`src/dcache_settings.svh`:
```
`ifndef DCACHE_SETTINGS_SVH
`define DCACHE_SETTINGS_SVH

// bus widths
`define DC_ADDR_W   64
`define DC_WORD_W   64
`define DC_MASK_W   8

// cache geometry
`define DC_SETS     64
`define DC_INDEX_W  6
`define DC_OFFSET_W 3

// tag is what remains above index and offset
`define DC_TAG_W    55

// replacement age counters
`define DC_AGE_W    3
`define DC_AGE_MAX  7

`endif

```
`src/dcache_pkg.sv`:
```
`include "dcache_settings.svh"

package dcache_pkg;

    typedef logic [`DC_INDEX_W-1:0] index_t;
    typedef logic [`DC_TAG_W-1:0]   tag_t;
    typedef logic [`DC_AGE_W-1:0]   age_t;

    // controller states
    typedef enum logic [2:0] {
        IDLE,
        LOOKUP,
        WBACK,
        REFILL,
        DONE
    } dc_state_t;

endpackage

```
`src/dcache_age.sv`:
```
`timescale 1ns/100ps
`include "dcache_settings.svh"

module dcache_age
    import dcache_pkg::*;
(
    input  logic   clk,
    input  logic   rst,
    input  index_t index_i,
    input  logic   touch_i,
    input  logic   touch_way_i,
    input  logic   valid0_i,
    input  logic   valid1_i,
    output logic   victim_way_o
);

    age_t age0_q [`DC_SETS];
    age_t age1_q [`DC_SETS];
    age_t cur_age0;
    age_t cur_age1;

    // saturating increment
    function automatic age_t age_inc(input age_t a);
        return (a == age_t'(`DC_AGE_MAX)) ? a : a + 1'b1;
    endfunction

    assign cur_age0 = age0_q[index_i];
    assign cur_age1 = age1_q[index_i];

    always_ff @(posedge clk or negedge rst) begin
        if (!rst) begin
            for (int s = 0; s < `DC_SETS; s++) begin
                age0_q[s] <= '0;
                age1_q[s] <= '0;
            end
        end else if (touch_i) begin
            if (touch_way_i) begin
                age1_q[index_i] <= '0;
                age0_q[index_i] <= age_inc(cur_age0);
            end else begin
                age0_q[index_i] <= '0;
                age1_q[index_i] <= age_inc(cur_age1);
            end
        end
    end

    // empty ways first, then the older way, way 0 on a tie
    always_comb begin
        if (!valid0_i) begin
            victim_way_o = 1'b0;
        end else if (!valid1_i) begin
            victim_way_o = 1'b1;
        end else begin
            victim_way_o = (cur_age1 > cur_age0);
        end
    end

endmodule

```
`config.mk`:
```
export PLATFORM = sky130hd
export DESIGN_NAME = dcache_age
export DESIGN_NICKNAME = d
export VERILOG_FILES = /design/src/dcache_pkg.sv /design/src/dcache_age.sv
export VERILOG_INCLUDE_DIRS = /design/src
export SDC_FILE = /design/constraint.sdc
export NUM_CORES = 1
export LEC_CHECK = 0
export ABC_AREA = 1
export ABC_CLOCK_PERIOD_IN_PS = 5840
export BUFFER_PORTS_ARGS = -buffer_cell sky130_fd_sc_hd__buf_2
export CORE_ASPECT_RATIO = 0.75
export CORE_MARGIN = 2
export CORE_UTILIZATION = 46
export DETAILED_ROUTE_END_ITERATION = 10
export GPL_ROUTABILITY_DRIVEN = 0
export PLACE_DENSITY = 0.61
export SYNTH_ARGS = -nofsm -noshare
export SYNTH_HDL_FRONTEND = slang
export SYNTH_SLANG_ARGS = --single-unit
```
`constraint.sdc`:
```
create_clock -name clk -period 5.84 [get_ports clk]
set_input_delay 0.584 -clock clk [delete_from_list [all_inputs] [get_ports clk]]
set_output_delay 0.584 -clock clk [all_outputs]
set_load 0.1 [all_outputs]
```
# After elaboration in Yosys (flattened, before gate mapping)
# Cells that the tools add are included.
dict set report totals {
  reg_bits 384
  output_inout_bits 1
  elab_cells 156
}
dict set report op_classes {
  addsub 2
  order_cmp 3
  eq_ne 2
  muxes 16
  bitwise 4
  n_reduce_logical 1
}
# cell count
set ops {}
lappend ops {{$and A192 B192 Y192} 2}
lappend ops {{$bwmux W192} 2}
lappend ops {{$mux W192} 2}
lappend ops {{$not A192 Y192} 1}
lappend ops {{$bmux W3 S6} 2}
lappend ops {{$mux W3} 7}
lappend ops {{$demux W3 S6} 1}
lappend ops {{$ge A7 B7 Y1 const B} 1}
lappend ops {{$lt A7 B1 Y1 const B} 1}
lappend ops {{$not A6 Y7} 1}
lappend ops {{$add A3 B1 Y3 const B} 2}
lappend ops {{$eq A3 B3 Y1 const B} 2}
lappend ops {{$gt A3 B3 Y1} 1}
lappend ops {{$mux W1} 2}
lappend ops {{$logic_and A1 B1 Y1} 1}

# Depth between registers and ports, before layout
dict set report logic_depth {
  depth_word 8
  depth_mapped 21
}

# Worst setup path before layout
# OpenSTA, ideal clock, no wires.
dict set report synth_timing {
  path_type {input to output}
  start {input index_i[0]}
  end {output victim_way_o}
  arrival_time_ns 4.387
  required_ns 5.256
  path_slack_ns 0.869
  stages 19
  path_buffers 4
  path_cell_list {buf_6 -> buf_6 -> buf_6 -> buf_2 -> o21ai_0 -> nand2_1 -> nand2_1 -> nand2_1 -> nand2_1 -> nand2_1 -> nand2_1 -> nor2_1 -> nand2_2 -> inv_1 -> ha_1 -> nand2_1 -> o21ai_0 -> nand2_1 -> a21boi_0}
}
dict set report synth_via {
  elab_chain_len 7
  elab_cells_between_ends 10
}
# item line_no
set synth_rtl {}
lappend synth_rtl {{start: declaration} dcache_age.sv:9} ;# input index_t index_i,
lappend synth_rtl {{$not A6 Y7 (not written as such) (*)} {dcache_age.sv:27, dcache_age.sv:28}}
lappend synth_rtl {{$bmux W3 S6 (on tied branches)} {dcache_age.sv:28, dcache_age.sv:27}}
lappend synth_rtl {{$mux W3 (on tied branches) (2 in a row)} {dcache_age.sv:28, dcache_age.sv:27}}
lappend synth_rtl {{$gt A3 B3 Y1 (*)} dcache_age.sv:54} ;# victim_way_o = (cur_age1 > cur_age0);
lappend synth_rtl {{$mux W1 (*)} dcache_age.sv:51} ;# end else if (!valid1_i) begin
lappend synth_rtl {{$mux W1 (*)} dcache_age.sv:49} ;# if (!valid0_i) begin
lappend synth_rtl {{end: declaration} dcache_age.sv:14} ;# output logic victim_way_o
# Every way passes the cells marked *; elsewhere a longest branch is shown, timed or not. The select of a mux whose other input is x is not followed.

# Final worst setup path
dict set report layout_timing {
  start {input index_i[1]}
  end {output victim_way_o}
}
# The elaborated chain is that of the path after synthesis.

==> flow_summary.yaml <==
outcome:
  outcome: "finished clean"
placement:
  post_dp_cell_area_um2: 20900
  post-dp-hpwl_um: 44800
  dp_worst_setup_slack_ns: 1.18
  numPortBuffers: 12
  numPlacedInstances: 3404
clock_network:
  cts_hold_buf: 0
  htree_levels: 2
  numCtsBuffers: 41
  clock_sinks: 384
  insertion_delay_ns: 0.56
  postCtsResizedCells: 0
  tritoncts_clock_tree: "yes"
  cts_buffer_depth: 3
  ctsRootBufferMaster: "clkbuf_16"
  path_clk_slew_ns: 0.06
  post_cts.repair.setup_buffers: 0
route:
  post_drt_wl_per_cell_um: 19.8
  viasPerCell: 5.45
  ant_nets: 0
  postRouteWirelength_um: 68700
  first_iter_violations: 2227
  tritonroute_pass_1_iters: 6
  drc: 0
  via_count: 18920
timing:
  final_max_slew_viol_count: 0
  setup_viol: 0
  maxSlewHeadroom: 0.186
  final.setup_skew_ns: 0.0209
  final.period_utilization: 0.812
  max_freq_mhz: 211
  final.setup.tns_ns: 0
  worst_hold_slack_ns: 0.00754
  worstMarginPinSlew_ns: 1.22
  fin_ws_ns: 1.10
  rsz0062_at_grt: "no"
  final_hold_viol_count: 0
  layout_min_cycle_time_ns: 4.74
power:
  netSwitchingFraction: 0.317
  internal_power_mw: 4.98
  irDropWorstVdd_mv: 0.201
  p_comb_frac: 0.200
  sequential_power_share: 0.443
  clockPowerShare: 0.357
  power.density_cell_area_nw_per_um2: 330
  power.static_leakage_nw: 11.5
  overall_power_mw: 7.30
  power.switching_mw: 2.31
logic_synthesis:
  sequential_fraction_of_the_synthesis_area: 0.471
  ys_async_sr_fraction: 1.00
  synthesized_net_count: 2929
  synthesis.yosys.warnings: 0
  post_synth_inst_count: 2912
  postSynthRegisterBits: 384
  count_of_cell_types_in_the_netlist: 32
  ys_top_cells_by_area: "dfrtp_1, nand2_1, inv_1, nor2_1, o21ai_0"
  synth_top_cell_by_area: "dfrtp_1"
  synth_top_flop_cell: "dfrtp_1"
  number_of_enable_type_register_cells_in_the_synthesized_netlist: 0
  postSynthAreaPerCell_um2: 7.01
  synth_top_area_frac: 0.471
  mappedNetlistArea_um2: 20400
grt:
  grt_antenna_before_repair: 2
  first_global_vias: 18119
  grt_overflow_total: 0
  global_route_wire_length_before_repair_um: 108000
  grt_start_max_net_pins: 131
  overall_global_routing_usage: 0.303
worst_setup_path:
  critPathMaxFanout: 34
  timing.critical_path.arrival_ns: 4.16
  worstSetupEndpointType: "primary output"
  cp_data_required_time_ns: 5.26
  critical_path_class: "input pin to primary output"
  timing.critical_path.from_type: "input pin"
  reg2regPathDepth: 16
layout:
  fin_cells: 3473
  final_core_utilization: 0.508
  most_frequent_cells_in_the_layout: "nand2_1, dfrtp_1, inv_1"
  layout.cells.most_common: "nand2_1"
  post_route_cells_drive_above_1_share: 0.0636
  flow.area_growth_from_synthesis_pct: 8.45
  finalInstanceArea_um2: 22100
  finish.net_count: 2886
floorplanning:
  chipWidth_um: 247
  die_height_um: 186
  boundaryPins: 13
  die-area_um2: 46100
  floorplan.initialDensity: 0.468
  floorplan.rows: 66
  coreArea_um2: 43600
worst_hold_path:
  min_path_type: "input pin to asynchronous set/reset pin"
flow_run:
  cap_violations: 0
[worst max-delay path, stage by stage]
cell and delay, ns:
buf_2 0.37, nor2_2 1.05, nand3_1 0.19, nand2_1 0.13
o21ai_0 0.14, nand2_1 0.12, nor2_1 0.05, nand2_1 0.13
inv_1 0.07, ha_1 0.31, nand2_1 0.06, o21ai_0 0.15
nand2_1 0.15, a21boi_0 0.17, buf_2 0.45
[layer usage]
layer | track usage | vias to the layer above | wire length, µm
met5 | 0 | - | 0
met4 | 0.0790 | 0 | 1780
met3 | 0.0562 | 132 | 7060
met2 | 0.431 | 969 | 28500
met1 | 0.469 | 8961 | 31400
li1 | - | 8858 | -
[flip-flops by register name, summed over array words and instances, names as in the netlist]
name,flops
age0_q,192
age1_q,192
[power by group through the flow]
stage          registers (mW)  logic (mW)  clock network (mW)
6_report                 3.23        1.46                2.60
5_1_grt                  3.27        1.61                2.73
4_1_cts                  3.23        1.44                2.63
3_5_place_dp             3.27        1.43                   0
3_3_place_gp             3.26        1.42                   0
2_1_floorplan            3.23       0.958                   0
[cell type report]
cell class	count	area (µm²)
fillers	4287	21500
flip-flops and latches	384	9610
multi-input cells	2052	8790
inverters	341	1280
clock buffers	62	1200
well taps	578	723
repair buffers	49	454
clock inverters	5	75.1
diodes	2	5.00
[cells in the mapped netlist (4+ instances only)]
cell and n:
nand2_2 7, buf_2 56, o22ai_1 51, buf_1 11, o21ai_2 30, nor2_1 224
nor3_4 4, inv_2 11, nand3_1 122, nor3_1 14, buf_6 15, ha_1 5
inv_1 329, o21ai_1 77, dfrtp_1 384, buf_4 18, nor3_2 4, o21ai_0 141
o22ai_2 10, a21oi_1 36, nand2_1 1308, o211ai_1 5, clkbuf_1 35, nor2_2 4
[final timing paths]
path,startpoint,endpoint,slack [ns]
setup / recovery,index_i[1],victim_way_o,1.10
hold / removal,rst,age0_q[186]$_DFFE_PN0P_,0.008
setup reg to reg,age1_q[90]$_DFFE_PN0P_,age1_q[42]$_DFFE_PN0P_,2.51
hold reg to reg,age0_q[100]$_DFFE_PN0P_,age0_q[100]$_DFFE_PN0P_,0.48
max in group asynchronous,rst,age0_q[9]$_DFFE_PN0P_,4.44
min in group clk,age0_q[100]$_DFFE_PN0P_,age0_q[100]$_DFFE_PN0P_,0.48
[kinds of logic after synthesis]
logic type,synth area share
mux,0.000981
fa+ha+maj,0.00306
flops,0.471
buf+inv,0.0999
compound gates,0.0991
simple gates,0.326
Power figures use the tool's default switching activity.
