**src/dcache_settings.svh**
```systemverilog
`ifndef DCACHE_SETTINGS_SVH
`define DCACHE_SETTINGS_SVH

// bus widths
`define DC_ADDR_W   64
`define DC_WORD_W   64
`define DC_MASK_W   8

// cache geometry
`define DC_SETS     64
`define DC_INDEX_W  6
`define DC_OFFSET_W 3

// tag is what remains above index and offset
`define DC_TAG_W    55

// replacement age counters
`define DC_AGE_W    3
`define DC_AGE_MAX  7

`endif

```
**src/dcache_pkg.sv**
```systemverilog
`include "dcache_settings.svh"

package dcache_pkg;

    typedef logic [`DC_INDEX_W-1:0] index_t;
    typedef logic [`DC_TAG_W-1:0]   tag_t;
    typedef logic [`DC_AGE_W-1:0]   age_t;

    // controller states
    typedef enum logic [2:0] {
        IDLE,
        LOOKUP,
        WBACK,
        REFILL,
        DONE
    } dc_state_t;

endpackage

```
**src/dcache_tag_array.sv**
```systemverilog
`timescale 1ns/100ps
`include "dcache_settings.svh"

module dcache_tag_array
    import dcache_pkg::*;
(
    input  logic   clk,
    input  logic   rst,
    input  index_t index_i,
    input  tag_t   lookup_tag_i,
    input  logic   fill_i,
    input  tag_t   fill_tag_i,
    input  logic   set_dirty_i,
    output logic   hit_o,
    output logic   valid_o,
    output logic   dirty_o,
    output tag_t   tag_o
);

    tag_t               tag_q [`DC_SETS];
    logic [`DC_SETS-1:0] valid_q;
    logic [`DC_SETS-1:0] dirty_q;

    // tag storage
    always_ff @(posedge clk) begin
        if (fill_i) begin
            tag_q[index_i] <= fill_tag_i;
        end
    end

    always_ff @(posedge clk or negedge rst) begin
        if (!rst) begin
            valid_q <= '0;
            dirty_q <= '0;
        end else if (fill_i) begin
            // fresh line from memory is clean
            valid_q[index_i] <= 1'b1;
            dirty_q[index_i] <= 1'b0;
        end else if (set_dirty_i && hit_o) begin
            // only the matching way takes the store
            dirty_q[index_i] <= 1'b1;
        end
    end

    assign valid_o = valid_q[index_i];
    assign dirty_o = dirty_q[index_i];
    assign tag_o   = tag_q[index_i];

    assign hit_o = valid_o && (tag_o == lookup_tag_i);

endmodule

```
**config.mk**
```make
export PLATFORM = sky130hd
export DESIGN_NAME = dcache_tag_array
export DESIGN_NICKNAME = d
export VERILOG_FILES = /design/src/dcache_pkg.sv /design/src/dcache_tag_array.sv
export VERILOG_INCLUDE_DIRS = /design/src
export SDC_FILE = /design/constraint.sdc
export NUM_CORES = 2
export LEC_CHECK = 0
export BUFFER_PORTS_ARGS = -buffer_cell sky130_fd_sc_hd__buf_2
export CORE_ASPECT_RATIO = 1.1
export CORE_MARGIN = 8
export CORE_UTILIZATION = 40
export CTS_BUF_LIST = sky130_fd_sc_hd__clkbuf_8 sky130_fd_sc_hd__clkbuf_16
export DETAILED_ROUTE_END_ITERATION = 12
export HOLD_SLACK_MARGIN = 0.05
export SETUP_SLACK_MARGIN = 0.1
export SYNTH_ARGS = -nofsm -noshare
export SYNTH_HDL_FRONTEND = slang
export SYNTH_SLANG_ARGS = --single-unit
```
**constraint.sdc**
```tcl
create_clock -name clk -period 7.5 [get_ports clk]
set_clock_uncertainty 0.15 [all_clocks]
set_input_delay 1.875 -clock clk [delete_from_list [all_inputs] [get_ports clk]]
set_output_delay 1.875 -clock clk [all_outputs]
set_load 0.01 [all_outputs]
```
## Word-level counts from Yosys, hierarchy flattened

Memory sizes are Yosys's and may differ from the RTL's.
Index checks and enable logic that the tools add are counted.

- Register bits: 128
- Bits in latches: 0
- RAM bits: 3520
- Memory bits (read-only): 0
- Input port bits: 120
- Output and inout bits: 58
- Word-level logic and storage cells: 24
- Memories: 1

Memory list:

| memory | words | bits a word | read ports | clocked after Yosys merged registers in | write ports | RTL line | text |
|---|---|---|---|---|---|---|---|
| tag_q | 64 | 55 | 1 | 0 | 1 | dcache_tag_array.sv:20 | `` tag_t tag_q [`DC_SETS]; `` |

- Add/subtract/negate cells: 0
- Multipliers: 0
- Div/mod/pow operators: 0
- Order comparisons: 2
- Equal/unequal tests: 1
- Shifts and indexed selects: 0
- Mux-type cells: 10
- Bitwise operators: 4
- Reduce and logical (&&, ||, !) cells: 4

Operator list:

| kind | number |
|---|---|
| 2-to-1 mux 64 bit | 2 |
| bitwise OR 64 bit | 2 |
| bitwise AND 64 bit | 1 |
| NOT 64 bit | 1 |
| equality test 55 bit | 1 |
| binary-select mux 1 bit (select 6 bit) | 2 |
| < comparator 6 x 7 -> 1 bit (second input constant) | 1 |
| demux 1 bit (select 6 bit) | 1 |
| >= comparator 6 x 1 -> 1 bit (second input constant) | 1 |
| 2-to-1 mux 1 bit | 5 |
| logical AND 1 bit | 3 |
| nonzero test 2 bit | 1 |

## Depth between registers and ports, before layout

- Depth after elaboration: 7
- Gate-level depth with buffers: 20
- Mapped depth without buffers: 11

## Worst setup path before layout

Ideal clock, no wire load.

- Path type: input -> output
- Start point: input port index_i[2]
- End point: output port hit_o
- Arrival: 5.316 ns
- Data required time: 5.475 ns
- Path slack: 0.159 ns
- Stages on the path: 15
- Path buffers: 6
- Path through: buf_2 > buf_2 > buf_4 > buf_2 > buf_2 > buf_1 > mux4_2 > a22oi_1 > nand3_1 > a21o_1 > xor2_1 > a2111oi_0 > and4b_1 > and4b_4 > and2_2

- Longest elaborated chain between the ends: 3
- Elaborated cells on any way between the ends: 5

Ends and longest elaborated chain:

| item | RTL line | text |
|---|---|---|
| start: declaration | dcache_tag_array.sv:9 | `input index_t index_i,` |
| memory (64 x 55 bit) | - |  |
| net tag_o[20] | dcache_tag_array.sv:17 | `output tag_t tag_o` |
| equality test 55 bit | dcache_tag_array.sv:49 | `assign hit_o = valid_o && (tag_o == lookup_tag_i);` |
| logical AND 1 bit | dcache_tag_array.sv:49 |  |
| end: declaration | dcache_tag_array.sv:14 | `output logic hit_o,` |

The timed path passes the listed nets, and every way through them passes these cells. The select of a mux whose other input is x is not followed.

## Worst setup path in the final report

- Start point: input port index_i[0]
- End point: output port hit_o

- Longest elaborated chain between the ends: 3
- Elaborated cells on any way between the ends: 5

Ends and longest elaborated chain:

| item | RTL line |
|---|---|
| memory (64 x 55 bit) / binary-select mux 1 bit (select 6 bit) (equally long branches) | - |
| equality test 55 bit / 2-to-1 mux 1 bit (equally long branches) | dcache_tag_array.sv:49, dcache_tag_array.sv:45 |
| logical AND 1 bit * | dcache_tag_array.sv:49 |

Mark *: on every way between the ends. The rest lies on a longest branch, timed or not. The select of a mux whose other input is x is not followed.

==> run summary <==
status - finished with violations
failing checks - setup timing
clk_lat worst skew - 0.94 ns
Final Setup Violations - 2
cell accounting for the most synthesized area - edfxtp_1
crit path DAT - 5.74 ns
Vias per Instance - 6.45
Startpoint Class - input port
Comb power frac - 8.0%
Root Driver - clkbuf_16
Final Hold Fails - 0
YS warnings - 0
Final Cycle Share - 104%
Multi-input gate area - 31900 sq um
RSZ-0062 raised after global routing - true
Peak VDD IR - 0.000173 V
Initial DRC Count - 16200
CTS tree - built
end-of-flow core utilization - 48.5%
Critical path origin - index_i[0]
first-pass GRT wire length - 739000 um
Pins Over Slew Limit - 0
Hold Path Class - flip-flop to flip-flop
Max Clock Freq - 129 MHz
Synth Area in Simple Gates - 3.28%
Slew @ Worst Pin - 1.30 ns
Setup crit end kind - output pin
Crit-path slowest cell - nor4bb_4
#FFs+latches synth - 3648
mux contribution to synthesized area - 11.0%
Max-cap violations - 0
Initial Util - 40.2%
Num CTS Buffers - 348
dpl ws - -1.29 ns
Register Area - 109000 sq um
Std-Cell Rows - 229
Clock Sink Count - 3648
Hold Buf Count CTS - 0
NetSw - 9.92 mW
min-delay src - valid_q[6]
average cell area after synthesis - 18.9 sq um
critical path type - input port to output pin
Synth Instances - 7533
Inst Count DP - 13000
Max H-tree Level - 5
post-layout worst setup margin - -0.265 ns
largest net degree at the start of global routing - 66
routability cong. - 0.917
final cell count without fillers - 13800
main combinational cell family by area after synthesis - multiplexers
CTS Buffer Depth - 4
share of the synthesized area in the top cell type - 74.3%
DRC - 0
worst path cell trace - buf_16 -> buf_12 -> buf_4 -> nor2_4 -> buf_12 -> buf_4 -> buf_4 -> a221oi_2 -> o22ai_1 -> a22oi_2 -> nor4bb_4 -> buf_4 -> xnor2_4 -> buf_12 -> nor4_1 -> and4b_1 -> and4b_4 -> and2_4 -> buf_6
ranking of synthesized cells by area - edfxtp_1 (74%), mux4_2 (5.5%), mux2i_1 (4.3%), dfrtp_1 (2.3%), a22oi_1 (1.6%)
dominant synthesized flop cell - edfxtp_1
Post-synth ARST share - 3.51%
CP most frequent cell - buf_4
CP bufs+invs - 9
Seq/Total Area, Yosys - 76.6%
Congestion Overflow GR - 0
CP max stage delay - 0.46 ns
clock-pin slew on the worst setup and hold paths - 0.06 ns
routed via count - 88900
IO buf count - 177
Top Ports - 178
Die Wd - 585 um
wire per inst - 40.4 um
clock network fraction of design power - 40.0%
chip height - 641 um
CORE AREA - 354000 sq um
fin crit period - 7.77 ns
Routed Antenna Nets - 0
Post-Synth Adder-Cell Area - 0%
Int Pwr - 33.6 mW
Worst Path Max Fanout - 10
Fin Hold WS - 0.313 ns
Die Area - 375000 sq um
Mapped Area - 142000 sq um
Slew headroom - 13.2%
DP Wirelength - 322000 um
Total Nets Final - 8861
synthesis-to-finish area growth - 20.7%
Synth Area in Compound Gates - 6.90%
CP Data Required Time - 5.48 ns
number of global-route vias before repair - 84500
PwrDens - 253 nW/um^2
layout cells sized above 1 - 29.5%
post-synth cell types - 101
First-pass DRT Iterations - 6
Net Count, Synth - 7653
kind of cell adding the most delay to the critical path - simple AND/OR/NAND/NOR gates
Total GRT Usage - 28.7%
number of synthesized flops with an enable pin - 3520
switching share of total power - 22.8%
Seq pwr share - 52.0%
WL final - 557000 um
initial antenna violation count - 64
reg2reg start - tag_q[21][38]
xor/xnor share of the synthesized area - 0.259%
Leak - 57.9 nW
Fillers - 29000
## layer usage
metal  part of all wire (%)  vias up  track usage (%)
li1                       -    33700                -
met3                     13     1535             7.51
met4                    6.8       30             16.2
met5                  0.039        -                0
met2                     45     7290             44.0
met1                     36    46400             37.3
## layout make-up
class,count,share of cell area (%)
well taps,4735,3.45
multi-input cells,3321,18.6
clock buffers,360,5.23
repair buffers,1374,7.90
flip-flops and latches,3648,63.4
clock inverters,270,1.20
inverters,48,0.115
diodes,39,0.0569
## synthesized netlist by cell type (19+ instances only)
cell type  instances
edfxtp_1        3520
mux2i_1          606
mux4_2           350
a22oi_1          312
a221oi_1         246
buf_2            217
nor2_1           187
clkbuf_1         157
o22ai_1          147
nand2_1          138
o21ai_0          135
a21oi_1          128
dfrtp_1          128
mux2_2           125
nand3_1          106
or2_2             74
nand4_1           68
buf_1             55
nor3_1            53
a22o_1            51
inv_1             46
buf_4             44
a221o_1           41
o21ai_1           40
a31oi_1           36
buf_6             35
nand3b_1          35
xor2_1            34
a211oi_2          24
nor4_1            24
and3_1            22
a211oi_1          20
o22a_1            19
or3b_2            19
## through the flow
| stage | area (sq um) | power, mW | TNS (ns) |
|---|---|---|---|
| after floorplan | 142000 | 24.3 | 0 |
| after global placement | 158000 | 26.2 | -1.39 |
| after detailed placement | 158000 | 26.2 | -1.29 |
| after CTS | 171000 | 43.4 | -0.118 |
| after global routing | 172000 | 44.3 | -0.467 |
| final | 172000 | 43.5 | -0.395 |
## logic make-up after synthesis
| family | count (synthesis) |
|---|---|
| AND/OR/NAND/NOR | 852 |
| buffers and inverters | 564 |
| multiplexers | 1091 |
| flip-flops | 3648 |
| AO/OA/AOI/OAI | 1336 |
| XOR/XNOR | 42 |
## what timing repair did
item	4_1_cts	5_1_grt
resized for setup	213	25
setup endpoints to repair	1	2
pin swaps	51	12
gates cloned	11	0
setup buffers	96	3
## final timing paths
kind                                to  slack (ns)  cells after the start
max                              hit_o       -0.27                     19
min                         valid_q[6]        0.31                      1
max reg2reg                  flip-flop        2.77                     13
min reg2reg                 valid_q[6]        0.31                      1
max in group asynchronous  valid_q[33]        4.86                      2
min in group asynchronous    async pin        0.93                      1
## state kept, by name (all words and copies together), names as in the netlist, named ones only
register  flops
tag_q      3520
valid_q      64
## cells in the final DEF, fill, tap and decap left out, types with 104 or more instances in the layout
cell / instances
inv_1: 146
nor2_1: 120
o22ai_1: 143
o21ai_0: 128
mux4_2: 350
buf_12: 237
nand2_1: 138
buf_2: 170
dfrtp_1: 128
edfxtp_1: 3520
a221oi_1: 237
clkbuf_16: 357
nand3_1: 104
mux2_2: 125
a22oi_1: 303
a21oi_1: 125
mux2i_1: 603
buf_4: 903
## power groups by stage
stage	combinational [mW]	sequential (mW)	clock, mW
floorplan	1.32	23.0	0
global placement	3.14	23.0	0
detailed placement	3.18	23.0	0
CTS	3.39	22.6	17.4
global route	3.56	22.6	18.2
finish	3.50	22.6	17.4
(Power assumes the default switching activity.)
