<file path="config.mk">
export PLATFORM = sky130hd
export DESIGN_NAME = dcache_ctrl
export DESIGN_NICKNAME = d
export VERILOG_FILES = /design/src/dcache_pkg.sv /design/src/mem_bus_pkg.sv /design/src/dcache_ctrl.sv
export VERILOG_INCLUDE_DIRS = /design/src
export SDC_FILE = /design/constraint.sdc
export NUM_CORES = 1
export LEC_CHECK = 0
export BUFFER_PORTS_ARGS = -buffer_cell sky130_fd_sc_hd__buf_2
export CAP_MARGIN = 20
export CELL_PAD_IN_SITES_DETAIL_PLACEMENT = 0
export CELL_PAD_IN_SITES_GLOBAL_PLACEMENT = 1
export CORE_AREA = 2 2 310 312
export CTS_CLUSTER_SIZE = 40
export DETAILED_ROUTE_END_ITERATION = 10
export DIE_AREA = 0 0 312 314
export PLACE_DENSITY_LB_ADDON = 0.1
export SLEW_MARGIN = 0
export SYNTH_ARGS = -nofsm -noshare
export SYNTH_HDL_FRONTEND = slang
export SYNTH_SLANG_ARGS = --single-unit
</file>
<file path="constraint.sdc">
create_clock -name clk -period 18 [get_ports clk]
set_input_delay 3.6 -clock clk [delete_from_list [all_inputs] [get_ports clk]]
set_output_delay 3.6 -clock clk [all_outputs]
set_load 0.02 [all_outputs]
</file>
<file path="src/dcache_settings.svh">
`ifndef DCACHE_SETTINGS_SVH
`define DCACHE_SETTINGS_SVH

// bus widths
`define DC_ADDR_W   64
`define DC_WORD_W   64
`define DC_MASK_W   8

// cache geometry
`define DC_SETS     64
`define DC_INDEX_W  6
`define DC_OFFSET_W 3

// tag is what remains above index and offset
`define DC_TAG_W    55

// replacement age counters
`define DC_AGE_W    3
`define DC_AGE_MAX  7

`endif

</file>
<file path="src/dcache_pkg.sv">
`include "dcache_settings.svh"

package dcache_pkg;

    typedef logic [`DC_INDEX_W-1:0] index_t;
    typedef logic [`DC_TAG_W-1:0]   tag_t;
    typedef logic [`DC_AGE_W-1:0]   age_t;

    // controller states
    typedef enum logic [2:0] {
        IDLE,
        LOOKUP,
        WBACK,
        REFILL,
        DONE
    } dc_state_t;

endpackage

</file>
<file path="src/mem_bus_pkg.sv">
`include "dcache_settings.svh"

package mem_bus_pkg;

    typedef logic [`DC_ADDR_W-1:0] addr_t;
    typedef logic [`DC_WORD_W-1:0] word_t;
    typedef logic [`DC_MASK_W-1:0] mask_t;

    // memory side request kind
    typedef enum logic [1:0] {
        MEM_NONE,
        MEM_READ,
        MEM_WRITE
    } mem_op_t;

endpackage

</file>
<file path="src/dcache_ctrl.sv">
`timescale 1ns/100ps
`include "dcache_settings.svh"

module dcache_ctrl
    import dcache_pkg::*, mem_bus_pkg::*;
(
    input  logic   clk,
    input  logic   rst,
    input  logic   rd_i,
    input  logic   wr_i,
    input  addr_t  addr_i,
    input  word_t  wdata_i,
    input  mask_t  mask_i,
    input  logic   hit0_i,
    input  logic   hit1_i,
    input  logic   valid0_i,
    input  logic   valid1_i,
    input  logic   dirty0_i,
    input  logic   dirty1_i,
    input  tag_t   tag0_i,
    input  tag_t   tag1_i,
    input  word_t  rdata0_i,
    input  word_t  rdata1_i,
    input  logic   victim_way_i,
    input  logic   mem_ok_i,
    input  word_t  mem_rdata_i,
    output index_t index_o,
    output tag_t   lookup_tag_o,
    output logic   fill_o,
    output logic   fill_way_o,
    output logic   wr0_o,
    output logic   wr1_o,
    output mask_t  wr_mask_o,
    output word_t  wr_data_o,
    output logic   set_dirty_o,
    output logic   touch_o,
    output logic   touch_way_o,
    output word_t  rdata_o,
    output logic   done_o,
    output logic   mem_rd_o,
    output logic   mem_wr_o,
    output addr_t  mem_addr_o,
    output word_t  mem_wdata_o
);

    dc_state_t state_q;
    mem_op_t   mem_op_q;

    addr_t req_addr_q;
    word_t req_wdata_q;
    mask_t req_mask_q;
    logic  req_wr_q;
    logic  victim_q;
    addr_t mem_addr_q;
    word_t mem_wdata_q;
    word_t rdata_q;

    logic  hit;
    logic  victim_dirty;
    logic  refill_done;
    addr_t wb_addr;
    addr_t refill_addr;

    assign index_o      = req_addr_q[`DC_OFFSET_W +: `DC_INDEX_W];
    assign lookup_tag_o = req_addr_q[`DC_ADDR_W-1 -: `DC_TAG_W];

    assign hit          = hit0_i || hit1_i;
    assign victim_dirty = victim_way_i ? (valid1_i && dirty1_i) : (valid0_i && dirty0_i);
    assign refill_done  = (state_q == REFILL) && mem_ok_i;

    // victim line goes back to its own address
    assign wb_addr     = {(victim_way_i ? tag1_i : tag0_i), index_o, {`DC_OFFSET_W{1'b0}}};
    assign refill_addr = {lookup_tag_o, index_o, {`DC_OFFSET_W{1'b0}}};

    always_ff @(posedge clk or negedge rst) begin
        if (!rst) begin
            state_q  <= IDLE;
            mem_op_q <= MEM_NONE;
        end else begin
            case (state_q)
                IDLE: begin
                    if (rd_i || wr_i) begin
                        state_q <= LOOKUP;
                    end
                end
                LOOKUP: begin
                    if (hit) begin
                        state_q <= DONE;
                    end else if (victim_dirty) begin
                        state_q  <= WBACK;
                        mem_op_q <= MEM_WRITE;
                    end else begin
                        state_q  <= REFILL;
                        mem_op_q <= MEM_READ;
                    end
                end
                WBACK: begin
                    if (mem_ok_i) begin
                        state_q  <= REFILL;
                        mem_op_q <= MEM_READ;
                    end
                end
                REFILL: begin
                    // lookup again once the line is in
                    if (mem_ok_i) begin
                        state_q  <= LOOKUP;
                        mem_op_q <= MEM_NONE;
                    end
                end
                default: begin
                    state_q <= IDLE;
                end
            endcase
        end
    end

    always_ff @(posedge clk) begin
        if (state_q == IDLE) begin
            req_addr_q  <= addr_i;
            req_wdata_q <= wdata_i;
            req_mask_q  <= mask_i;
            req_wr_q    <= wr_i;
        end
        if ((state_q == LOOKUP) && !hit) begin
            victim_q    <= victim_way_i;
            mem_addr_q  <= victim_dirty ? wb_addr : refill_addr;
            mem_wdata_q <= victim_way_i ? rdata1_i : rdata0_i;
        end
        if ((state_q == WBACK) && mem_ok_i) begin
            mem_addr_q <= refill_addr;
        end
        if ((state_q == LOOKUP) && hit && !req_wr_q) begin
            rdata_q <= hit1_i ? rdata1_i : rdata0_i;
        end
    end

    // store hits and refills write the arrays
    assign fill_o      = refill_done;
    assign fill_way_o  = victim_q;
    assign set_dirty_o = (state_q == LOOKUP) && hit && req_wr_q;
    assign wr0_o       = (set_dirty_o && hit0_i) || (refill_done && !victim_q);
    assign wr1_o       = (set_dirty_o && hit1_i) || (refill_done && victim_q);
    assign wr_mask_o   = refill_done ? {`DC_MASK_W{1'b1}} : req_mask_q;
    assign wr_data_o   = refill_done ? mem_rdata_i : req_wdata_q;

    assign touch_o     = (state_q == LOOKUP) && hit;
    assign touch_way_o = hit1_i;

    assign rdata_o     = rdata_q;
    assign done_o      = (state_q == DONE);
    assign mem_rd_o    = (mem_op_q == MEM_READ);
    assign mem_wr_o    = (mem_op_q == MEM_WRITE);
    assign mem_addr_o  = mem_addr_q;
    assign mem_wdata_o = mem_wdata_q;

endmodule

</file>
Yosys cells after proc, flatten, opt, wreduce, memory -nomap -nowiden
Cells that the tools add are included.
- reduce and logical (&&, ||, !) cells: 24
- muxes and demuxes: 20
- equality and inequality tests: 10
- operators by type and width (cell ; count):
    two-way mux 64 bit ; 6
    two-way mux 55 bit ; 1
    logical AND 1 bit ; 12
    two-way mux 3 bit ; 4
    case mux 3 bit (4 select lines) ; 1
    two-way mux 2 bit ; 4
    two-way mux 8 bit ; 1
    inequality test 2 bit (second input constant) ; 4
    == test 3 x 2 -> 1 bit (second input constant) ; 2
    case mux 2 bit (3 select lines) ; 1
    logical OR 1 bit ; 4
    AND reduction 4 bit ; 1
    == test 3 x 1 -> 1 bit (second input constant) ; 1
    == test 3 bit (second input constant) ; 1
    zero test 1 bit ; 3
    zero test 3 bit ; 1
    AND reduction 3 bit ; 1
    nonzero test 3 bit ; 1
    == test 2 x 1 -> 1 bit (second input constant) ; 1
    == test 2 bit (second input constant) ; 1
    two-way mux 1 bit ; 2
    nonzero test 2 bit ; 1
- input bits: 450
- flip-flop bits (word level): 335
- word-level logic and storage cells: 65

Logic depth before layout (Yosys ltp)
Gate-level depths: netlist (run 1).
- depth in word-level cells: 5
- depth in mapped cells: 7

Worst setup path before layout (run 1)
No wires, ideal clock.
- path type: reg-to-reg
- start point: register state_q[1]
- end point: register req_addr_q[10], enable pin
- cell stages (with the launch flop): 3
- data arrival time: 9610 ps
- setup slack: 7597 ps
- setup time: 793 ps
- data required time: 17207 ps
- buffers on the path: 1
- cell sequence: dfrtp_1 -> buf_2 -> nor3_1
- cells in the longest elaborated chain, start to end: 1
- RTL lines (what ; RTL line ; text):
    start, declared ; dcache_ctrl.sv:46 ; dc_state_t state_q;
    start signal, assigned ; dcache_ctrl.sv:77 ; state_q <= IDLE;
    start signal, assigned ; dcache_ctrl.sv:83 ; state_q <= LOOKUP;
    start signal, assigned ; dcache_ctrl.sv:88 ; state_q <= DONE;
    zero test 3 bit ; dcache_ctrl.sv:118 ; if (state_q == IDLE) begin
    end signal, assigned ; dcache_ctrl.sv:119 ; req_addr_q <= addr_i;
    end, declared ; dcache_ctrl.sv:49 ; addr_t req_addr_q;
Every way passes these cells.
A chain may end at the register's enable or synchronous reset.

Worst setup path after layout (run 1)
- start point: input port hit1_i
- end point: output port wr1_o
- cells in the longest elaborated chain, start to end: 5
- RTL lines (what ; RTL line ; text):
    start, declared ; dcache_ctrl.sv:15 ; input logic hit1_i,
    logical OR 1 bit ; dcache_ctrl.sv:67 ; assign hit = hit0_i || hit1_i;
    logical AND 1 bit (2 in a row) ; dcache_ctrl.sv:140 ; assign set_dirty_o = (state_q == LOOKUP) && hit && req_wr_q;
    logical AND 1 bit (*) ; dcache_ctrl.sv:142 ; assign wr1_o = (set_dirty_o && hit1_i) || (refill_done && victim_q);
    logical OR 1 bit (*) ; dcache_ctrl.sv:142 ;
    end, declared ; dcache_ctrl.sv:32 ; output logic wr1_o,
Every way passes the cells marked *; elsewhere a longest branch is shown, timed or not.

==> Flow_metrics.wiki, run 1 <==
{| class="wikitable"
! Metric !! Value
|-
| Most used cells in the layout excluding fill and tap cells || 776 x sky130_fd_sc_hd__buf_2, 324 x sky130_fd_sc_hd__edfxtp_1, 292 x sky130_fd_sc_hd__mux2_2
|-
| Worst endpoint required time || 14.40 ns
|-
| Hold Path Stages || 0
|-
| Pin count of the biggest net entering global routing || roughly 140
|-
| Area grow syn2layout || 49.4%
|-
| Ys Warns || 0
|-
| CTS-repair resized insts || 0
|-
| Final Max Tran Viols || 0
|-
| Post-layout minimum cycle time || 9.08 ns
|-
| TritonCTS Sinks || 329
|-
| Register bit total from synthesis || 329
|-
| Final setup violation count || 0
|-
| Static power due to leakage || 8.26 nW
|-
| Total of buffers placed on input and output ports || 778
|-
| Wire length after detailed routing || between 60 and 70 mm
|-
| Critical setup path kind || input port to output port
|-
| Gr ovfl total || 0
|-
| Vias per cell || between 3 and 4
|-
| Setup Fix Bufs, Post-CTS || 0
|-
| CP startpoint kind || input port
|-
| Die X-Extent || 312 µm
|-
| Result of the run || completed
|-
| Number of buffers inserted during clock tree synthesis || 46
|-
| CTS tree || yes
|-
| First-pass GRT wire length || 83.8 mm
|-
| Post-place setup slack || roughly 8.8 ns
|-
| Largest clock skew in the final design || between 0.03 and 0.04 ns
|-
| WHS || 0.444 ns
|-
| Worst path setup slack after routing || slightly below 9 ns
|-
| Setup Total Neg Slack || 0 ns
|-
| Fin nets || around 2000
|-
| Endpoints failing hold || 0
|-
| Reg-to-reg endpoint || mem_wdata_o[44]
|-
| Number of antenna violations at the first check in global routing || 38
|-
| Detailed-route DRC error count || 0
|-
| Relative slew margins || 0.237
|-
| Detail Route Antenna Nets || 0
|-
| DRT iter0 DRCs || 340
|-
| Worst min-delay path class || flop to flop
|-
| Gr busiest metal || met2
|-
| Fraction of registers with async set/reset || 0.0152
|-
| Transition time at the pin with the least slew margin || around 1.1 ns
|-
| Share of synthesized area occupied by flip-flops and latches || 0.712
|-
| Power per Cell Area || between 100 and 150 mW/mm²
|-
| Crit-path cells || buf_4, nor2_1, nor3_1, a32o_1, buf_2
|-
| Starting density of the core || 0.147
|-
| Vias after detailed routing || 9767
|-
| Top-level I/O count || 785
|-
| Worst setup startpoint || hit1_i
|-
| Clock transition time at the flip-flop clock pins of the worst setup and hold paths || 0.05 ns
|-
| Grt met3 use || 0.0599
|-
| Maximum fanout encountered on the critical timing path || 23
|-
| Final clock period utilization by the worst path || 0.504
|-
| Setup repair after global routing missed its margin || no
|-
| Total design power || around 3.1 mW
|-
| Vertical extent of the die || 314 µm
|-
| Clock latency reported for the late side of the worst-skew pair || 0.61 ns
|-
| First-pass iteration count of the detailed router || 6
|-
| Worst setup slack for register-to-register paths || 15.32 ns
|-
| Cell Rows || 113
|-
| Number of distinct library cells after synthesis || 34
|-
| Biggest area consumer among synthesized cells || sky130_fd_sc_hd__edfxtp_1
|-
| Placeable Area || 0.0944 mm²
|-
| Fraction of synthesized cell area taken by the top area cell type || 0.703
|-
| Routability congestion estimate || 0.769
|-
| Synthesized instance count || 719
|-
| Total global routing track utilization || 0.122
|-
| Share of final-layout standard cells stronger than drive strength 1 || 0.739
|-
| Met2 capacity usage during global routing || 0.216
|-
| Maximum VDD drop || roughly 0.00013 V
|-
| Vias in the first global route || 10500
|-
| Data arrival time at the worst-slack endpoint || between 5 and 6 ns
|-
| Fill cell count || 10300
|-
| Main flop type after synthesis || sky130_fd_sc_hd__edfxtp_1
|-
| Worst R2R Path Depth || 4
|-
| Number of buffers on the longest clock path || 3
|-
| Mapped cell area || 0.0138 mm²
|-
| CP endpoint || wr1_o
|-
| Synth top area cells || sky130_fd_sc_hd__edfxtp_1 70%, sky130_fd_sc_hd__mux2_2 24%, sky130_fd_sc_hd__dfrtp_1 0.90%
|-
| Number of hold buffers added after cts || 0
|-
| Crit end category || output port
|-
| Cell chosen for the clock root || sky130_fd_sc_hd__clkbuf_16
|-
| Number of synthesized flops with an enable pin || 324
|-
| DP HPWL || 47.0 mm
|-
| Maximum Capacitance Violations || 0
|-
| Leading cell type in the layout, fill and taps excluded || sky130_fd_sc_hd__buf_2
|-
| Startpoint of the most critical register-to-register path || state_q[2]
|-
| Routed wirelength normalized by instance count || 21.8 µm
|-
| Level count of the clock H-tree || 2
|-
| Highest-delay cell along the critical path || sky130_fd_sc_hd__nor3_1
|-
| Die ar. || 0.0980 mm²
|-
| Met1 track demand over resource in global routing || 0.122
|-
| Highest cell delay on the worst timing path || 0.81 ns
|-
| Synthesized area per cell || ~19 µm²
|-
| Fmax || 110 MHz
|}
[report_power, final]
group	internal (mW)	switching, mW	leakage, nW
Combinational	0.311	0.648	4.48
Clock	0.522	0.370	0.699
Sequential	1.15	0.0806	3.08
Total	1.98	1.10	8.26
[critical path, delay by kind of cell]
kind	cells	cell delay [ns]
compound gates	1	0.27
simple gates	2	1.04
buf+inv	2	0.53
[worst min-delay path by stage]
stage	end	startpoint
2_1_floorplan	mem_op_q[1]	mem_op_q[1]
3_3_place_gp	mem_addr_o[4]	req_addr_q[4]
3_5_place_dp	mem_addr_o[4]	req_addr_q[4]
4_1_cts	mem_addr_o[4]	req_addr_q[4]
5_1_grt	mem_addr_o[4]	req_addr_q[4]
6_report	mem_addr_o[4]	req_addr_q[4]
[through the flow]
step	cells	util	cell area (µm²)
finish	2834	0.219	20700
global route	2827	0.219	20700
CTS	2819	0.219	20600
detailed placement	2735	0.203	19200
global placement	2735	0.203	19200
floorplan	721	-	13900
[logic make-up (layout without fill, tap and decap cells)]
logic type,Yosys count,in the layout,share of synthesized area
flip-flops,329,329,0.712
multiplexers,303,303,0.246
buffers and inverters,42,875,0.0189
AND/OR/NAND/NOR,33,33,0.0154
AO/OA/AOI/OAI,11,11,0.00750
other,1,18,0.000271
[flip-flops by register name (all words and copies together) (netlist names)]
register     count
req_addr_q      61
req_wr_q         1
fill_way_o       1
rdata_o         64
state_q          3
mem_wdata_o     64
req_wdata_q     64
mem_op_q         2
req_mask_q       8
mem_addr_o      61
[cell type report]
type | instances | area, µm² | share of cell area
clock buffers | 62 | 1230 | 0.0596
diodes | 15 | 37.5 | 0.00181
well taps | 1265 | 1580 | 0.0765
repair buffers | 788 | 3990 | 0.193
inverters | 3 | 12.5 | 0.000605
clock inverters | 22 | 200 | 0.00968
flip-flops and latches | 329 | 9850 | 0.476
multi-input cells | 350 | 3770 | 0.182
[synthesized netlist by cell type (all sizes together), types with 3 or more instances]
master,instances
edfxtp,324
mux2,303
buf,33
nand2b,10
clkbuf,6
dfrtp,5
nand2,5
inv,3
nand3,3
nor2b,3
nor3,3
[layer usage]
layer / vias to the layer above / part of all wire / routed length [µm]
met5: - / 0.0030 / 183
met4: 30 / 0.030 / 1850
met3: 124 / 0.11 / 6560
met2: 491 / 0.52 / 31900
met1: 4635 / 0.35 / 21400
li1: 4487 / - / -
(Power assumes the default switching activity.)
==> run 2, diff against run 1 <==
Settings changed: CORE_AREA 2 2 310 312 to 2 2 309 311, DIE_AREA 0 0 312 314 to 0 0 311 313.
Clock period 18 ns to 8.1 ns, I/O delays scaled along.
==> Flow_metrics.wiki, run 2 (same netlist as run 1, synthesis figures left out) <==
{| class="wikitable"
! Metric !! Value
|-
| Largest clock skew in the final design || about 0.024 ns
|-
| Top cell family by delay on the critical path || buffers and inverters
|-
| Setup Fix Bufs, Post-CTS || 0
|-
| CP endpoint || wr_data_o[34]
|-
| Total of buffers placed on input and output ports || 778
|-
| Detail Route Antenna Nets || 0
|-
| Dpl cell area || 0.0192 mm²
|-
| Gate power share || 0.321
|-
| Number of antenna violations at the first check in global routing || 35
|-
| Dpl cells || 2737
|-
| Register share of total power || 0.410
|-
| Final setup violation count || 0
|-
| Maximum VDD drop || between 0.00015 and 0.0002 V
|-
| Share of final-layout standard cells stronger than drive strength 1 || 0.736
|-
| Clock share of power || 0.269
|-
| CTS tree || yes
|-
| Worst setup slack for register-to-register paths || 5.32 ns
|-
| Final Max Tran Viols || 0
|-
| Top-level I/O count || 785
|-
| Post-route standard cell area excluding fillers || 0.0206 mm²
|-
| Worst path setup slack after routing || 3.21 ns
|-
| Number of buffers on the longest clock path || 3
|-
| Routed wirelength normalized by instance count || between 20 and 25 µm
|-
| Setup Total Neg Slack || 0 ns
|-
| Reg-to-reg endpoint || mem_wdata_o[52]
|-
| Result of the run || completed
|-
| Crit end category || output port
|-
| Level count of the clock H-tree || 2
|-
| Worst R2R Path Depth || 5
|-
| Net Switching || 2.40 mW
|-
| Startpoint of the worst hold path || req_addr_q[4]
|-
| Cell chosen for the clock root || sky130_fd_sc_hd__clkbuf_16
|-
| Maximum fanout encountered on the critical timing path || 74
|-
| Pin count of the biggest net entering global routing || 76
|-
| Crit-path cells || buf_2, nand3_4, buf_4, mux2_2, buf_2
|-
| Clock transition time at the flip-flop clock pins of the worst setup and hold paths || 0.05 ns
|-
| Cell repeated most along the worst path || sky130_fd_sc_hd__buf_2
|-
| CP startpoint kind || input port
|-
| CTS-repair resized insts || 0
|-
| Worst setup startpoint || mem_ok_i
|-
| DP HPWL || 47.4 mm
|-
| Maximum Capacitance Violations || 0
|-
| Post-place setup slack || around 3.2 ns
|-
| Sequential standard cell area || 0.00985 mm²
|-
| Fmax || 204 MHz
|-
| Total design power || 6.66 mW
|-
| Clock latency reported for the late side of the worst-skew pair || 0.59 ns
|-
| Number of hold buffers added after cts || 0
|-
| DRT iter0 DRCs || 369
|-
| Vias in the first global route || 10900
|-
| Startpoint of the most critical register-to-register path || state_q[2]
|-
| Wire length after detailed routing || 62.1 mm
|-
| Most used cells in the layout excluding fill and tap cells || 776 x sky130_fd_sc_hd__buf_2, 324 x sky130_fd_sc_hd__edfxtp_1, 292 x sky130_fd_sc_hd__mux2_2
|-
| Total global routing track utilization || 0.123
|-
| Area used by multi-input combinational logic || 0.00379 mm²
|-
| Highest-delay cell along the critical path || sky130_fd_sc_hd__buf_4
|-
| Cell Rows || 113
|-
| Area grow syn2layout || 48.5%
|-
| Fill cell count || 10200
|-
| Leading cell type in the layout, fill and taps excluded || sky130_fd_sc_hd__buf_2
|-
| Vias after detailed routing || 9850
|-
| TritonCTS Sinks || 329
|-
| Worst min-delay path class || flop to flop
|-
| Setup repair after global routing missed its margin || no
|-
| Endpoints failing hold || 0
|-
| Routability congestion estimate || between 0.7 and 0.8
|-
| Levels on crit path || 5
|-
| Relative slew margins || 0.315
|-
| Detailed-route DRC error count || 0
|-
| Die X-Extent || between 300 and 400 µm
|-
| Placeable Area || 0.0942 mm²
|-
| Starting density of the core || 0.147
|-
| Post-layout minimum cycle time || 4.89 ns
|-
| Number of buffers inserted during clock tree synthesis || 44
|-
| Static power due to leakage || 8.19 nW
|-
| First-pass iteration count of the detailed router || 4
|-
| Critical setup path kind || input port to output port
|-
| Switching part of the total || 0.361
|-
| First-pass GRT wire length || 84.5 mm
|-
| Data arrival time at the worst-slack endpoint || 3.27 ns
|-
| Highest cell delay on the worst timing path || roughly 0.72 ns
|-
| Final clock period utilization by the worst path || 0.604
|-
| Combined buffer and inverter count along the critical path || 3
|-
| Power per Cell Area || 324 mW/mm²
|-
| Vertical extent of the die || 313 µm
|-
| Fin nets || 1969
|-
| Worst endpoint required time || 6.48 ns
|-
| Vias per cell || around 3.5
|-
| Post-route non-filler standard cell count || around 2800
|-
| Gr ovfl total || 0
|-
| Transition time at the pin with the least slew margin || ~1.0 ns
|-
| Die ar. || a little under 0.1 mm²
|-
| Power Internal || between 4 and 5 mW
|}
## run 2: cell types whose count changed in the layout (fill, tap and decap cells not counted), moves of 3 or more
| cell | before | now |
|---|---|---|
| sky130_fd_sc_hd__clkbuf_1 | 15 | 18 |
| sky130_fd_sc_hd__buf_4 | 10 | 13 |
| sky130_fd_sc_hd__clkbuf_16 | 47 | 44 |
| sky130_fd_sc_hd__bufinv_16 | 3 | 0 |
| sky130_fd_sc_hd__clkinv_2 | 8 | 3 |
## run 2: worst min-delay path by stage
| stage | cells past startpoint | slack, ns | endpoint |
|---|---|---|---|
| floorplan | 1 | 0.50 | mem_op_q[1] |
| global placement | 0 | 0.44 | mem_addr_o[7] |
| detailed placement | 0 | 0.45 | mem_addr_o[6] |
| CTS | 0 | 0.47 | mem_addr_o[8] |
| global route | 0 | 0.48 | mem_addr_o[4] |
| finish | 0 | 0.46 | mem_addr_o[4] |
## run 2: area by class of cell
| cell class | instances | share of cell area |
|---|---|---|
| flip-flops and latches | 329 | 0.479 |
| diodes | 15 | 0.00183 |
| clock inverters | 16 | 0.00487 |
| well taps | 1265 | 0.0770 |
| clock buffers | 62 | 0.0568 |
| inverters | 3 | 0.000608 |
| repair buffers | 791 | 0.195 |
| multi-input cells | 350 | 0.184 |
## run 2: worst reg2reg max path, cell delays in order, from the launching register on
cell	delay, ns
sky130_fd_sc_hd__dfrtp_1	0.56
sky130_fd_sc_hd__nor3b_1	0.51
sky130_fd_sc_hd__nand2_1	0.17
sky130_fd_sc_hd__clkinv_2	0.07
sky130_fd_sc_hd__buf_4	0.48
sky130_fd_sc_hd__buf_4	0.62
## run 2: metal layers
layer | track usage | wire (µm)
met4 | 0.0438 | 1540
met2 | 0.222 | 32600
met5 | 0.00242 | 268
met3 | 0.0563 | 5940
met1 | 0.124 | 21700
## run 2: power groups by stage
stage	logic (mW)	clock network, mW	registers [mW]
final	2.14	1.79	2.73
after global routing	2.30	1.95	2.79
after CTS	2.20	1.89	2.75
after detailed placement	2.19	0	2.78
after global placement	2.22	0	2.78
after floorplan	0.883	0	3.14
## run 2: stage by stage
stage / util / hold slack (ns)
after floorplan: - / 0.496
after global placement: 0.204 / 0.437
after detailed placement: 0.204 / 0.452
after CTS: 0.218 / 0.474
after global routing: 0.218 / 0.480
final: 0.218 / 0.464
